**src/design/datapathPkg.sv**
```systemverilog
package datapathPkg;

    // Widths fixed by the instruction format
    localparam int wordWidth   = 32;
    localparam int regIdxWidth = 4;
    localparam int shiftWidth  = 5;   // Covers amounts 0 to 31

    typedef enum logic [2:0] {
        opAdd,
        opSub,
        opAnd,
        opOr,
        opMul,
        opShl,
        opShr,
        opRor
    } opcodeT;

    // Sources that may drive the internal bus
    typedef enum logic [2:0] {
        srcNone,
        srcReg,
        srcMdr,
        srcZLow,
        srcZHigh,
        srcY
    } busSrcT;

    typedef enum logic [3:0] {
        stIdle,
        stLoadReg,
        stT1,
        stT2,
        stShift,
        stT3,
        stT4
    } seqStateT;

endpackage

```
**src/design/aluUnit.sv**
```systemverilog
`timescale 1ns/1ps

module aluUnit (
    input  logic                              clk,
    input  logic                              arstN,
    input  logic [datapathPkg::wordWidth-1:0] busIn,
    input  logic                              yLoad,
    input  logic                              zLoad,
    input  logic                              zShift,
    input  logic                              hiLoLoad,
    input  datapathPkg::opcodeT               aluOp,
    output logic [datapathPkg::wordWidth-1:0] yOut,
    output logic [datapathPkg::wordWidth-1:0] zLow,
    output logic [datapathPkg::wordWidth-1:0] zHigh,
    output logic [datapathPkg::wordWidth-1:0] hi,
    output logic [datapathPkg::wordWidth-1:0] lo
);

    logic [2*datapathPkg::wordWidth-1:0] aluResult;

    always_ff @(posedge clk or negedge arstN) begin
        if (!arstN) begin
            yOut <= '0;
        end else if (yLoad) begin
            yOut <= busIn;
        end
    end

    // Y on one side, the bus on the other
    always_comb begin
        case (aluOp)
            datapathPkg::opAdd: begin
                aluResult = {{datapathPkg::wordWidth{1'b0}}, yOut + busIn};
            end
            datapathPkg::opSub: begin
                aluResult = {{datapathPkg::wordWidth{1'b0}}, yOut - busIn};
            end
            datapathPkg::opAnd: begin
                aluResult = {{datapathPkg::wordWidth{1'b0}}, yOut & busIn};
            end
            datapathPkg::opOr: begin
                aluResult = {{datapathPkg::wordWidth{1'b0}}, yOut | busIn};
            end
            datapathPkg::opMul: begin   // Unsigned 64-bit product
                aluResult = {{datapathPkg::wordWidth{1'b0}}, yOut}
                          * {{datapathPkg::wordWidth{1'b0}}, busIn};
            end
            default: begin
                aluResult = {{datapathPkg::wordWidth{1'b0}}, yOut};   // Shift start value
            end
        endcase
    end

    // Z loads the result or shifts its low half in place
    always_ff @(posedge clk or negedge arstN) begin
        if (!arstN) begin
            zHigh <= '0;
            zLow  <= '0;
        end else if (zLoad) begin
            {zHigh, zLow} <= aluResult;
        end else if (zShift) begin
            case (aluOp)
                datapathPkg::opShl: zLow <= zLow << 1;
                datapathPkg::opShr: zLow <= zLow >> 1;
                datapathPkg::opRor: zLow <= {zLow[0], zLow[datapathPkg::wordWidth-1:1]};
                default:            zLow <= zLow;
            endcase
        end
    end

    always_ff @(posedge clk or negedge arstN) begin
        if (!arstN) begin
            hi <= '0;
            lo <= '0;
        end else if (hiLoLoad) begin
            hi <= zHigh;
            lo <= zLow;
        end
    end

endmodule

```
**src/design/busUnit.sv**
```systemverilog
`timescale 1ns/1ps

module busUnit (
    input  logic                              clk,
    input  logic                              arstN,
    input  logic [datapathPkg::wordWidth-1:0] loadData,
    input  logic                              mdrLoad,
    input  datapathPkg::busSrcT               busSrc,
    input  logic [datapathPkg::wordWidth-1:0] regOut,
    input  logic [datapathPkg::wordWidth-1:0] yOut,
    input  logic [datapathPkg::wordWidth-1:0] zLow,
    input  logic [datapathPkg::wordWidth-1:0] zHigh,
    output logic [datapathPkg::wordWidth-1:0] busOut
);

    logic [datapathPkg::wordWidth-1:0] mdr;

    // MDR takes the memory-in word
    always_ff @(posedge clk or negedge arstN) begin
        if (!arstN) begin
            mdr <= '0;
        end else if (mdrLoad) begin
            mdr <= loadData;
        end
    end

    // Single internal bus, one source at a time
    always_comb begin
        case (busSrc)
            datapathPkg::srcReg: begin
                busOut = regOut;
            end
            datapathPkg::srcMdr: begin
                busOut = mdr;
            end
            datapathPkg::srcZLow: begin
                busOut = zLow;
            end
            datapathPkg::srcZHigh: begin
                busOut = zHigh;
            end
            datapathPkg::srcY: begin
                busOut = yOut;
            end
            default: begin
                busOut = '0;   // Idle bus
            end
        endcase
    end

endmodule

```
**src/design/controlSequencer.sv**
```systemverilog
`timescale 1ns/1ps

module controlSequencer (
    input  logic                                clk,
    input  logic                                arstN,
    input  logic                                load,
    input  logic                                start,
    input  logic [datapathPkg::regIdxWidth-1:0] loadReg,
    input  logic [datapathPkg::regIdxWidth-1:0] ra,
    input  logic [datapathPkg::regIdxWidth-1:0] rb,
    input  logic [datapathPkg::regIdxWidth-1:0] rc,
    input  datapathPkg::opcodeT                 opcode,
    input  logic                                cntZero,
    output datapathPkg::busSrcT                 busSrc,
    output logic [datapathPkg::regIdxWidth-1:0] busReg,
    output logic [datapathPkg::regIdxWidth-1:0] regWriteIdx,
    output logic                                regWrite,
    output logic                                mdrLoad,
    output logic                                yLoad,
    output logic                                zLoad,
    output logic                                zShift,
    output logic                                hiLoLoad,
    output logic                                cntLoad,
    output datapathPkg::opcodeT                 aluOp,
    output logic                                busy,
    output logic                                done
);

    datapathPkg::seqStateT state;
    datapathPkg::seqStateT nextState;

    // Captured command fields
    datapathPkg::opcodeT                 opQ;
    logic [datapathPkg::regIdxWidth-1:0] dstQ;   // Ra, or the preload target
    logic [datapathPkg::regIdxWidth-1:0] rbQ;
    logic [datapathPkg::regIdxWidth-1:0] rcQ;
    logic                                isShift;

    assign isShift = (opQ == datapathPkg::opShl) || (opQ == datapathPkg::opShr)
                  || (opQ == datapathPkg::opRor);

    always_ff @(posedge clk or negedge arstN) begin
        if (!arstN) begin
            state <= datapathPkg::stIdle;
            opQ   <= datapathPkg::opAdd;
            dstQ  <= '0;
            rbQ   <= '0;
            rcQ   <= '0;
        end else begin
            state <= nextState;
            if (state == datapathPkg::stIdle) begin
                if (start) begin   // Start wins over load
                    opQ  <= opcode;
                    dstQ <= ra;
                    rbQ  <= rb;
                    rcQ  <= rc;
                end else if (load) begin
                    dstQ <= loadReg;
                end
            end
        end
    end

    always_comb begin
        nextState = state;
        case (state)
            datapathPkg::stIdle: begin
                if (start) begin
                    nextState = datapathPkg::stT1;
                end else if (load) begin
                    nextState = datapathPkg::stLoadReg;
                end
            end
            datapathPkg::stLoadReg: nextState = datapathPkg::stT4;
            datapathPkg::stT1:      nextState = datapathPkg::stT2;
            datapathPkg::stT2:      nextState = isShift ? datapathPkg::stShift : datapathPkg::stT3;
            datapathPkg::stShift: begin
                if (cntZero) begin
                    nextState = datapathPkg::stT3;
                end
            end
            datapathPkg::stT3:      nextState = datapathPkg::stT4;
            default:                nextState = datapathPkg::stIdle;
        endcase
    end

    // Per-step strobes
    always_comb begin
        busSrc   = datapathPkg::srcNone;
        regWrite = 1'b0;
        mdrLoad  = 1'b0;
        yLoad    = 1'b0;
        zLoad    = 1'b0;
        zShift   = 1'b0;
        hiLoLoad = 1'b0;
        cntLoad  = 1'b0;
        case (state)
            datapathPkg::stIdle: begin
                mdrLoad = load && !start;   // Memory-in word is only valid with the strobe
            end
            datapathPkg::stLoadReg: begin
                busSrc   = datapathPkg::srcMdr;
                regWrite = 1'b1;
            end
            datapathPkg::stT1: begin   // Rb out, Yin
                busSrc = datapathPkg::srcReg;
                yLoad  = 1'b1;
            end
            datapathPkg::stT2: begin   // Rc out, Zin
                busSrc  = datapathPkg::srcReg;
                zLoad   = 1'b1;
                cntLoad = isShift;
            end
            datapathPkg::stShift: begin
                zShift = !cntZero;
            end
            datapathPkg::stT3: begin
                if (opQ == datapathPkg::opMul) begin
                    hiLoLoad = 1'b1;
                end else begin
                    busSrc   = datapathPkg::srcZLow;
                    regWrite = 1'b1;
                end
            end
            default: begin
            end
        endcase
    end

    assign busReg      = (state == datapathPkg::stT1) ? rbQ : rcQ;
    assign regWriteIdx = dstQ;
    assign aluOp       = opQ;
    assign busy        = (state != datapathPkg::stIdle);
    assign done        = (state == datapathPkg::stT4);

endmodule

```
**src/design/cpuDatapath.sv**
```systemverilog
`timescale 1ns/1ps

module cpuDatapath (
    input  logic                                clk,
    input  logic                                arstN,
    input  logic                                load,
    input  logic [datapathPkg::wordWidth-1:0]   loadData,
    input  logic [datapathPkg::regIdxWidth-1:0] loadReg,
    input  logic                                start,
    input  datapathPkg::opcodeT                 opcode,
    input  logic [datapathPkg::regIdxWidth-1:0] ra,
    input  logic [datapathPkg::regIdxWidth-1:0] rb,
    input  logic [datapathPkg::regIdxWidth-1:0] rc,
    output logic                                busy,
    output logic                                done,
    input  logic [datapathPkg::regIdxWidth-1:0] readSel,
    output logic [datapathPkg::wordWidth-1:0]   readData,
    output logic [datapathPkg::wordWidth-1:0]   hi,
    output logic [datapathPkg::wordWidth-1:0]   lo
);

    datapathPkg::busSrcT                 busSrc;
    datapathPkg::opcodeT                 aluOp;
    logic [datapathPkg::regIdxWidth-1:0] busReg;
    logic [datapathPkg::regIdxWidth-1:0] regWriteIdx;
    logic                                regWrite;
    logic                                mdrLoad;
    logic                                yLoad;
    logic                                zLoad;
    logic                                zShift;
    logic                                hiLoLoad;
    logic                                cntLoad;
    logic                                cntZero;
    logic [datapathPkg::wordWidth-1:0]   busOut;
    logic [datapathPkg::wordWidth-1:0]   regOut;
    logic [datapathPkg::wordWidth-1:0]   yOut;
    logic [datapathPkg::wordWidth-1:0]   zLow;
    logic [datapathPkg::wordWidth-1:0]   zHigh;

    controlSequencer seq0 (
        .clk(clk),
        .arstN(arstN),
        .load(load),
        .start(start),
        .loadReg(loadReg),
        .ra(ra),
        .rb(rb),
        .rc(rc),
        .opcode(opcode),
        .cntZero(cntZero),
        .busSrc(busSrc),
        .busReg(busReg),
        .regWriteIdx(regWriteIdx),
        .regWrite(regWrite),
        .mdrLoad(mdrLoad),
        .yLoad(yLoad),
        .zLoad(zLoad),
        .zShift(zShift),
        .hiLoLoad(hiLoLoad),
        .cntLoad(cntLoad),
        .aluOp(aluOp),
        .busy(busy),
        .done(done)
    );

    // Shift amount comes from the low bits of Rc on the bus
    shiftCounter cnt0 (
        .clk(clk),
        .arstN(arstN),
        .cntLoad(cntLoad),
        .loadValue(busOut[datapathPkg::shiftWidth-1:0]),
        .cntZero(cntZero)
    );

    busUnit bus0 (
        .clk(clk),
        .arstN(arstN),
        .loadData(loadData),
        .mdrLoad(mdrLoad),
        .busSrc(busSrc),
        .regOut(regOut),
        .yOut(yOut),
        .zLow(zLow),
        .zHigh(zHigh),
        .busOut(busOut)
    );

    registerFile regs0 (
        .clk(clk),
        .arstN(arstN),
        .busIn(busOut),
        .regWrite(regWrite),
        .regWriteIdx(regWriteIdx),
        .busReg(busReg),
        .regOut(regOut),
        .readSel(readSel),
        .readData(readData)
    );

    aluUnit alu0 (
        .clk(clk),
        .arstN(arstN),
        .busIn(busOut),
        .yLoad(yLoad),
        .zLoad(zLoad),
        .zShift(zShift),
        .hiLoLoad(hiLoLoad),
        .aluOp(aluOp),
        .yOut(yOut),
        .zLow(zLow),
        .zHigh(zHigh),
        .hi(hi),
        .lo(lo)
    );

endmodule

```
**src/design/registerFile.sv**
```systemverilog
`timescale 1ns/1ps

module registerFile (
    input  logic                               clk,
    input  logic                               arstN,
    input  logic [datapathPkg::wordWidth-1:0]  busIn,
    input  logic                               regWrite,
    input  logic [datapathPkg::regIdxWidth-1:0] regWriteIdx,
    input  logic [datapathPkg::regIdxWidth-1:0] busReg,
    output logic [datapathPkg::wordWidth-1:0]  regOut,
    input  logic [datapathPkg::regIdxWidth-1:0] readSel,
    output logic [datapathPkg::wordWidth-1:0]  readData
);

    // R0 to R15
    logic [datapathPkg::wordWidth-1:0] regs [2**datapathPkg::regIdxWidth];

    always_ff @(posedge clk or negedge arstN) begin
        if (!arstN) begin
            for (int i = 0; i < 2**datapathPkg::regIdxWidth; i++) begin
                regs[i] <= '0;
            end
        end else if (regWrite) begin
            regs[regWriteIdx] <= busIn;   // Rin strobe from the sequencer
        end
    end

    // Register that drives the bus when the bus select names the file
    assign regOut = regs[busReg];

    // Observation port
    assign readData = regs[readSel];

endmodule

```
**src/design/shiftCounter.sv**
```systemverilog
`timescale 1ns/1ps

module shiftCounter (
    input  logic                               clk,
    input  logic                               arstN,
    input  logic                               cntLoad,
    input  logic [datapathPkg::shiftWidth-1:0] loadValue,
    output logic                               cntZero
);

    logic [datapathPkg::shiftWidth-1:0] count;

    // Steps left in the current shift
    always_ff @(posedge clk or negedge arstN) begin
        if (!arstN) begin
            count <= '0;
        end else if (cntLoad) begin
            count <= loadValue;
        end else if (!cntZero) begin
            count <= count - 1'b1;
        end
    end

    assign cntZero = (count == '0);

endmodule

```
**config.mk**
```make
export PLATFORM = sky130hd
export DESIGN_NAME = cpuDatapath
export DESIGN_NICKNAME = d
export VERILOG_FILES = /design/src/design/datapathPkg.sv /design/src/design/aluUnit.sv /design/src/design/busUnit.sv /design/src/design/controlSequencer.sv /design/src/design/cpuDatapath.sv /design/src/design/registerFile.sv /design/src/design/shiftCounter.sv
export SDC_FILE = /design/constraint.sdc
export NUM_CORES = 2
export LEC_CHECK = 0
export BUFFER_PORTS_ARGS = -buffer_cell sky130_fd_sc_hd__buf_2
export CORE_MARGIN = 2
export CORE_UTILIZATION = 30
export DETAILED_ROUTE_END_ITERATION = 10
export PLACE_DENSITY = 0.49
export SLEW_MARGIN = 20
export SYNTH_ARGS = -nofsm -noshare
export SYNTH_HDL_FRONTEND = slang
export SYNTH_HIERARCHICAL = 1
export SYNTH_SLANG_ARGS = --single-unit
```
**constraint.sdc**
```tcl
create_clock -name clk -period 11.5 [get_ports clk]
set_clock_uncertainty 0.05 [all_clocks]
set_input_delay 2.3 -clock clk [delete_from_list [all_inputs] [get_ports clk]]
set_output_delay 2.3 -clock clk [all_outputs]
set_load 0.005 [all_outputs]
```
After elaboration in Yosys (flattened, before gate mapping)
Index checks and enable logic that the tools add are counted.

Add/subtract/negate cells: 3. $mul: 1. Order comparisons: 4. Equal/unequal tests: 21. Multiplexer cells: 35. Bitwise operators: 5. Reduce and logical (&&, ||, !) cells: 19.

Operator list (number): bitwise mux 512 bit (1); one-hot mux 64 bit (5 select lines) (1); binary-select mux 32 bit (select 4 bit) (2); two-way mux 32 bit (7); one-hot mux 32 bit (5 select lines) (1); demux 32 bit (select 4 bit) (1); one-hot mux 32 bit (3 select lines) (1); multiplier 32 x 32 -> 64 bit (1); adder 32 bit (1); AND 32 bit (1); bitwise OR 32 bit (1); subtractor 32 bit (1); two-way mux 4 bit (6); one-hot mux 4 bit (5 select lines) (1); equality test 3 bit (second input constant) (6); greater-or-equal comparator 5 bit (second input constant) (3); inverter 4 -> 5 bit (3); equality test 3 x 2 -> 1 bit (second input constant) (4); equality test 4 x 3 -> 1 bit (second input constant) (3); two-way mux 5 bit (2); two-way mux 1 bit (9); one-hot mux 3 bit (3 select lines) (1); equality test 4 x 2 -> 1 bit (second input constant) (2); AND reduction 2 bit (4); 17 further kinds (25).

Flip-flop bits (word level): 728. Output and inout port bits: 98. Word-level logic and storage cells: 116.

Longest topological paths before layout
Depth in word-level cells: 10. Depth in mapped cells: 42. Mapped depth without buffers: 35.

Cells and area by module
Netlist, hierarchy kept.

By module, submodules not included: aluUnit (instances 1, cells each 4769, area an instance 43208.9 um2, sequential area each 4003.8 um2); registerFile (instances 1, cells each 1675, area an instance 26457.9 um2, sequential area each 12812.3 um2); busUnit (instances 1, cells each 188, area an instance 2252.2 um2, sequential area each 800.8 um2); controlSequencer (instances 1, cells each 78, area an instance 992.2 um2, sequential area each 450.4 um2); shiftCounter (instances 1, cells each 27, area an instance 279.0 um2, sequential area each 125.1 um2).

Worst setup path after synthesis
No wires, ideal clock.

Path kind: register -> register. Start: reg seq0.state[0]. End: reg alu0/zHigh[24] in the netlist's numbering. Setup time: 121 ps. Arrival time: 9569 ps. Data required time: 11329 ps. Slack: 1760 ps. Cell stages (with the launch flop): 41. Buffers on the path: 7. Path through: dfrtp_1 -> buf_6 -> nor2_1 -> and2_1 -> buf_6 -> mux2_2 -> buf_2 -> buf_2 -> mux4_2 -> a22oi_1 -> nand2_1 -> and3b_1 -> a31oi_1 -> o221ai_1 -> clkbuf_1 -> clkbuf_1 -> and2_1 -> fa_1 -> (+5 left out) -> fa_1 -> fa_1 -> fa_1 -> inv_1 -> fa_1 -> inv_1 -> ha_1 -> clkbuf_1 -> a21o_1 -> a21o_1 -> a221oi_1 -> o211ai_1 -> nor2_1 -> a21oi_1 -> a31oi_1 -> o21bai_1 -> xor2_1 -> a22o_1.

Longest elaborated chain between the ends: 9. Elaborated cells on any way between the ends: 20.

RTL lines: start: declaration (RTL line controlSequencer.sv:29) `datapathPkg::seqStateT state;`; start signal: assignment (RTL line controlSequencer.sv:44) `state <= datapathPkg::stIdle;`; start signal: assignment (RTL line controlSequencer.sv:50) `state <= nextState;`; equality test 4 x 2 -> 1 bit (RTL line controlSequencer.sv:130) `assign busReg = (state == datapathPkg::stT1) ? rbQ : rcQ;`; two-way mux 4 bit (RTL line controlSequencer.sv:130); net busReg (one bit) (RTL line cpuDatapath.sv:24) `logic [datapathPkg::regIdxWidth-1:0] busReg;`; inverter 4 -> 5 bit (implied by the code) (RTL line registerFile.sv:29) `assign regOut = regs[busReg];`; binary-select mux 32 bit (select 4 bit) (RTL line registerFile.sv:29); two-way mux 32 bit (implied by the code) (2 in a row) (RTL line registerFile.sv:29); net regOut (one bit) (RTL line cpuDatapath.sv:35) `logic [datapathPkg::wordWidth-1:0] regOut;`; one-hot mux 32 bit (5 select lines) (RTL line busUnit.sv:29) `case (busSrc)`; net busOut (one bit) (RTL line cpuDatapath.sv:34) `logic [datapathPkg::wordWidth-1:0] busOut;`; multiplier 32 x 32 -> 64 bit (RTL line aluUnit.sv:46) `* {{datapathPkg::wordWidth{1'b0}}, busIn};`; one-hot mux 64 bit (5 select lines) (RTL line aluUnit.sv:31) `case (aluOp)`; end signal: assignment (RTL line aluUnit.sv:60) `{zHigh, zLow} <= aluResult;`; end: declaration (RTL line aluUnit.sv:14) `output logic [datapathPkg::wordWidth-1:0] zHigh,`.

The timed path passes the listed nets, and every way through them passes these cells. The select of a mux whose other input is x is not followed. A chain may end at the register's enable or synchronous reset.

Final worst setup path
Start: reg seq0.state[0]. End: reg alu0/zHigh[30] in the netlist's numbering.

Same word-level chain as after synthesis.

==> results_dict.tcl <==
set metrics [dict create \
    final_max_slew_viol_count 33 \
    cts_buffer_depth 3 \
    post-route-drc-count 0 \
    synthSimpleGateAreaFrac_pct 10.6 \
    ys_seq_elements 727 \
    drtAntennaViolNets 0 \
    route.vias.total 51501 \
    rsz0062_at_grt "false" \
    worst_setup_path_start_kind "register" \
    cts_tree "built" \
    syn_to_final_growth_pct 10.3 \
    insertion_delay_ns 0.71 \
    critical_path.max_stage_delay_ns 0.63 \
    synth_enable_flop_cells 0 \
    fin_crit_ns 11.13 \
    crit_path_start "seq0/state[0]" \
    top_level_ports 157 \
    cellLeakagePower_nw 38.6 \
    synth_area_in_xor_xnor_pct 1.42 \
    rd_place_congestion 0.968 \
    powerDensity_mw_per_mm2 225 \
    layout.filler_cells 24429 \
    seq_area_frac_synth_pct 24.9 \
    number_of_buffers_added_to_fix_hold_violations_after_cts 0 \
    critPathMaxFanout 36 \
    synthesis.instances 6737 \
    synthesis.area_mm2 0.0732 \
    internal-power_mw 9.35 \
    combPwrFrac_pct 59.9 \
    first_pass_iters 7 \
    mappedNetlistNets 7991 \
    status "finished, violations left" \
    critPathSlowestCell "a221o_2" \
    floorplan.core_area_mm2 0.243 \
    synth-adder-area-share_pct 29.7 \
    final_util_pct 33.2 \
    grtUsageTotal_pct 19.8 \
    drt-initial-drc-count 3843 \
    io_buffer_count 156 \
    die_h_um 498 \
    grt_first_pass_wirelength_um 369000 \
    synth.lib_cells_used.distinct 89 \
    setup_ws_ns 0.367 \
    worst_slew_pin_slew_ns 1.72 \
    final.period_utilization_pct 96.8 \
    timing.max_cap.violations 0 \
    crit_type "register to register" \
    synthMuxAreaShare_pct 18.6 \
    sw_frac_of_total_pct 48.4 \
    tritoncts.num_buffers 80 \
    power.share.clock_pct 15.2 \
    ys.warnings.count 6 \
    class_of_the_most_critical_hold_timing_path "register to register" \
    vdd_ir_drop_max_mv 0.173 \
    clkSinkCount 727 \
    cts.reportedPaths.clkPinSlew_ns 0.06 \
    cts.htree.levels 3 \
    placementRows 181 \
    hold_path_startpoint "bus0/mdr[6]" \
    async_flop_share_pct 100 \
    layout-drive-gt1-share_pct 22.4 \
    initial_util_pct 30.1 \
    synth_top_family_by_area "adder cells" \
    worst-endpoint-required_ns 11.99 \
    vias_per_cell 5.19 \
    half_perimeter_wire_length_of_the_detailed_placement_result_um 179000 \
    failing_checks "slew limit" \
    setup_viol_count_final 0 \
    maxClockFrequency_ghz 0.0898 \
    place_ws_ns 0.172 \
    synth_ff_type "dfrtp_1" \
    cell_at_the_root_of_the_clock_tree "clkbuf_16" \
    share_seq_of_total_power_pct 24.9 \
    final_hold_vio_count 0 \
    synth_compound_area_share_pct 7.29 \
    cp_data_arrival_time_ns 11.63 \
    antenna_found_initial 6 \
    dieArea_mm2 0.248 \
    routed_wire_per_std_cell_um 24.9 \
    cpMostUsedCell "fa_1" \
    regToRegStartpoint "seq0/state[0]" \
    postRouteWirelength_um 247000 \
    nets 7908 \
    net-switching-power_mw 8.78 \
    final-instance-count-excl-fill 9932 \
    finalSetupTns_ns 0 \
    max_transition_margin_pct -14.4 \
    via_count_of_the_first_global_routing_pass 55491 \
    placedCellCount 9761 \
    globalRouteOverflowTotal 0 \
    critical_path.endpoint_type "register" \
    largest_net_degree_at_the_start_of_global_routing 141 \
    avgSynthCellArea_um2 10.9 \
    die_width_um 498 \
]
path summary, 6_finish.rpt:
| kind | slack, ns | depth (start not counted) | endpoint |
|---|---|---|---|
| worst max-delay path | 0.37 | 32 | alu0/zHigh[30] |
| worst min-delay path | 0.45 | 1 | bus0/mdr[6] |
| worst max register to register | 0.37 | 32 | alu0/zHigh[30] |
| worst min register to register | 0.45 | 1 | bus0/mdr[6] |
| max in group asynchronous | 7.50 | 3 | regs0/regs[245] |
| min in group asynchronous | 1.64 | 1 | regs0/regs[290] |
flip-flops by register name (all words and copies together), names as in the netlist:
signal            count
alu0/hi              32
alu0/lo              32
alu0/yOut            32
alu0/zHigh           32
alu0/zLow            32
bus0/mdr             32
cnt0/count            5
regs0/regs          512
seq0/aluOp            3
seq0/rbQ              4
seq0/rcQ              4
seq0/regWriteIdx      4
seq0/state            3
cell usage after synthesis, types with 17 or more instances:
| cell | instances | share of area (%) |
|---|---|---|
| a21o_1 | 60 | 0.62 |
| a21oi_1 | 197 | 1.3 |
| a221o_1 | 33 | 0.45 |
| a22o_1 | 28 | 0.34 |
| a22oi_1 | 129 | 1.3 |
| a31oi_1 | 27 | 0.23 |
| and2_1 | 621 | 5.3 |
| and3_1 | 18 | 0.15 |
| buf_2 | 94 | 0.64 |
| clkbuf_1 | 417 | 2.1 |
| dfrtp_1 | 727 | 25 |
| fa_1 | 897 | 25 |
| ha_1 | 298 | 5.1 |
| inv_1 | 886 | 4.5 |
| mux2_2 | 641 | 9.9 |
| mux2i_1 | 37 | 0.51 |
| mux4_2 | 256 | 7.9 |
| nand2_1 | 648 | 3.3 |
| nand2b_1 | 17 | 0.15 |
| nand3_1 | 33 | 0.23 |
| nand4_1 | 17 | 0.15 |
| nor2_1 | 97 | 0.50 |
| nor3_1 | 19 | 0.13 |
| o211ai_1 | 20 | 0.21 |
| o21ai_0 | 100 | 0.68 |
| o21bai_1 | 19 | 0.19 |
| o22ai_1 | 24 | 0.21 |
| o2bb2ai_1 | 34 | 0.41 |
| xnor2_1 | 56 | 0.67 |
| xor2_1 | 63 | 0.75 |
critical path, delay by kind of cell, from the launching register on:
family / cells / cell delay, ns
mux: 2 / 0.94
buf+inv: 5 / 1.02
compound gates: 7 / 2.33
flops: 1 / 0.49
simple gates: 8 / 1.86
fa+ha+maj: 9 / 4.10
xor+xnor: 1 / 0.10
final cells by class:
type | count | area, um2 | area share, %
Clock buffer | 111 | 2310 | 2.86
Sequential cell | 727 | 18200 | 22.5
Antenna cell | 9 | 22.5 | 0.0279
Inverter | 886 | 3330 | 4.12
Multi-Input combinational cell | 4593 | 49800 | 61.7
Tap cell | 3202 | 4010 | 4.96
Timing Repair Buffer | 366 | 2560 | 3.18
Clock inverter | 38 | 477 | 0.591
stage by stage:
| stage | power [mW] | cell area [um2] | hold WS, ns |
|---|---|---|---|
| 4_1_cts | 18.1 | 80500 | 0.449 |
| 6_report | 18.1 | 80700 | 0.448 |
| 2_1_floorplan | 11.3 | 73200 | 0.409 |
| 3_5_place_dp | 15.2 | 77700 | 0.437 |
| 3_3_place_gp | 15.1 | 77700 | 0.434 |
| 5_1_grt | 19.2 | 80700 | 0.474 |
metal layers:
layer	vias to the layer above	part of all wire [%]	track usage, %
li1	22070	-	-
met1	27576	42	25.4
met2	1456	48	33.4
met3	399	4.3	2.02
met4	0	5.4	9.27
met5	-	0	0
logic make-up after synthesis:
logic type,count (synthesis)
AOI/OAI and AO/OA,784
xor gates and xnor gates,119
adders and majority gates,1203
buffers and inverters,1419
DFF,727
muxes,952
other,1
and+or+nand+nor,1532
cell usage in the layout (no fill, tap or decap), types with 10 or more instances in the layout:
cell       instances
nand3_1           32
clkbuf_8          16
o22ai_1           24
o211ai_1          20
nand4_1           17
a31oi_1           25
nor2_4            10
xnor2_1           56
xor2_1            63
mux2i_1           37
and2_1           618
nand2b_1          17
a211oi_1          13
a221o_2           30
inv_1            886
o31ai_1           13
o2bb2ai_1         34
o21ai_0          100
mux4_2           256
clkinv_2          20
nor2_1            87
a21oi_1          197
ha_1             298
nand2_1          648
dfrtp_1          724
a21o_1            60
buf_12            14
mux2_2           639
fa_1             897
a22oi_1          129
buf_2            153
buf_4            194
and3_1            18
o21a_1            12
mux2_4            12
o21bai_1          19
clkbuf_16         82
clkbuf_1          14
a22o_1            28
nor3_1            11
power groups by stage:
stage          logic, mW  registers, mW  clock network (mW)
2_1_floorplan       7.27           3.99                   0
3_3_place_gp        10.6           4.47                   0
3_5_place_dp        10.7           4.53                   0
4_1_cts             10.7           4.49                2.82
5_1_grt             11.7           4.60                2.92
6_report            10.9           4.52                2.75
what timing repair did:
action / 4_1_cts / 5_1_grt
resized for setup: 0 / 6
setup endpoints to repair: 0 / 13
setup buffers: 0 / 11
No activity file was read; power rests on OpenSTA's default activity.
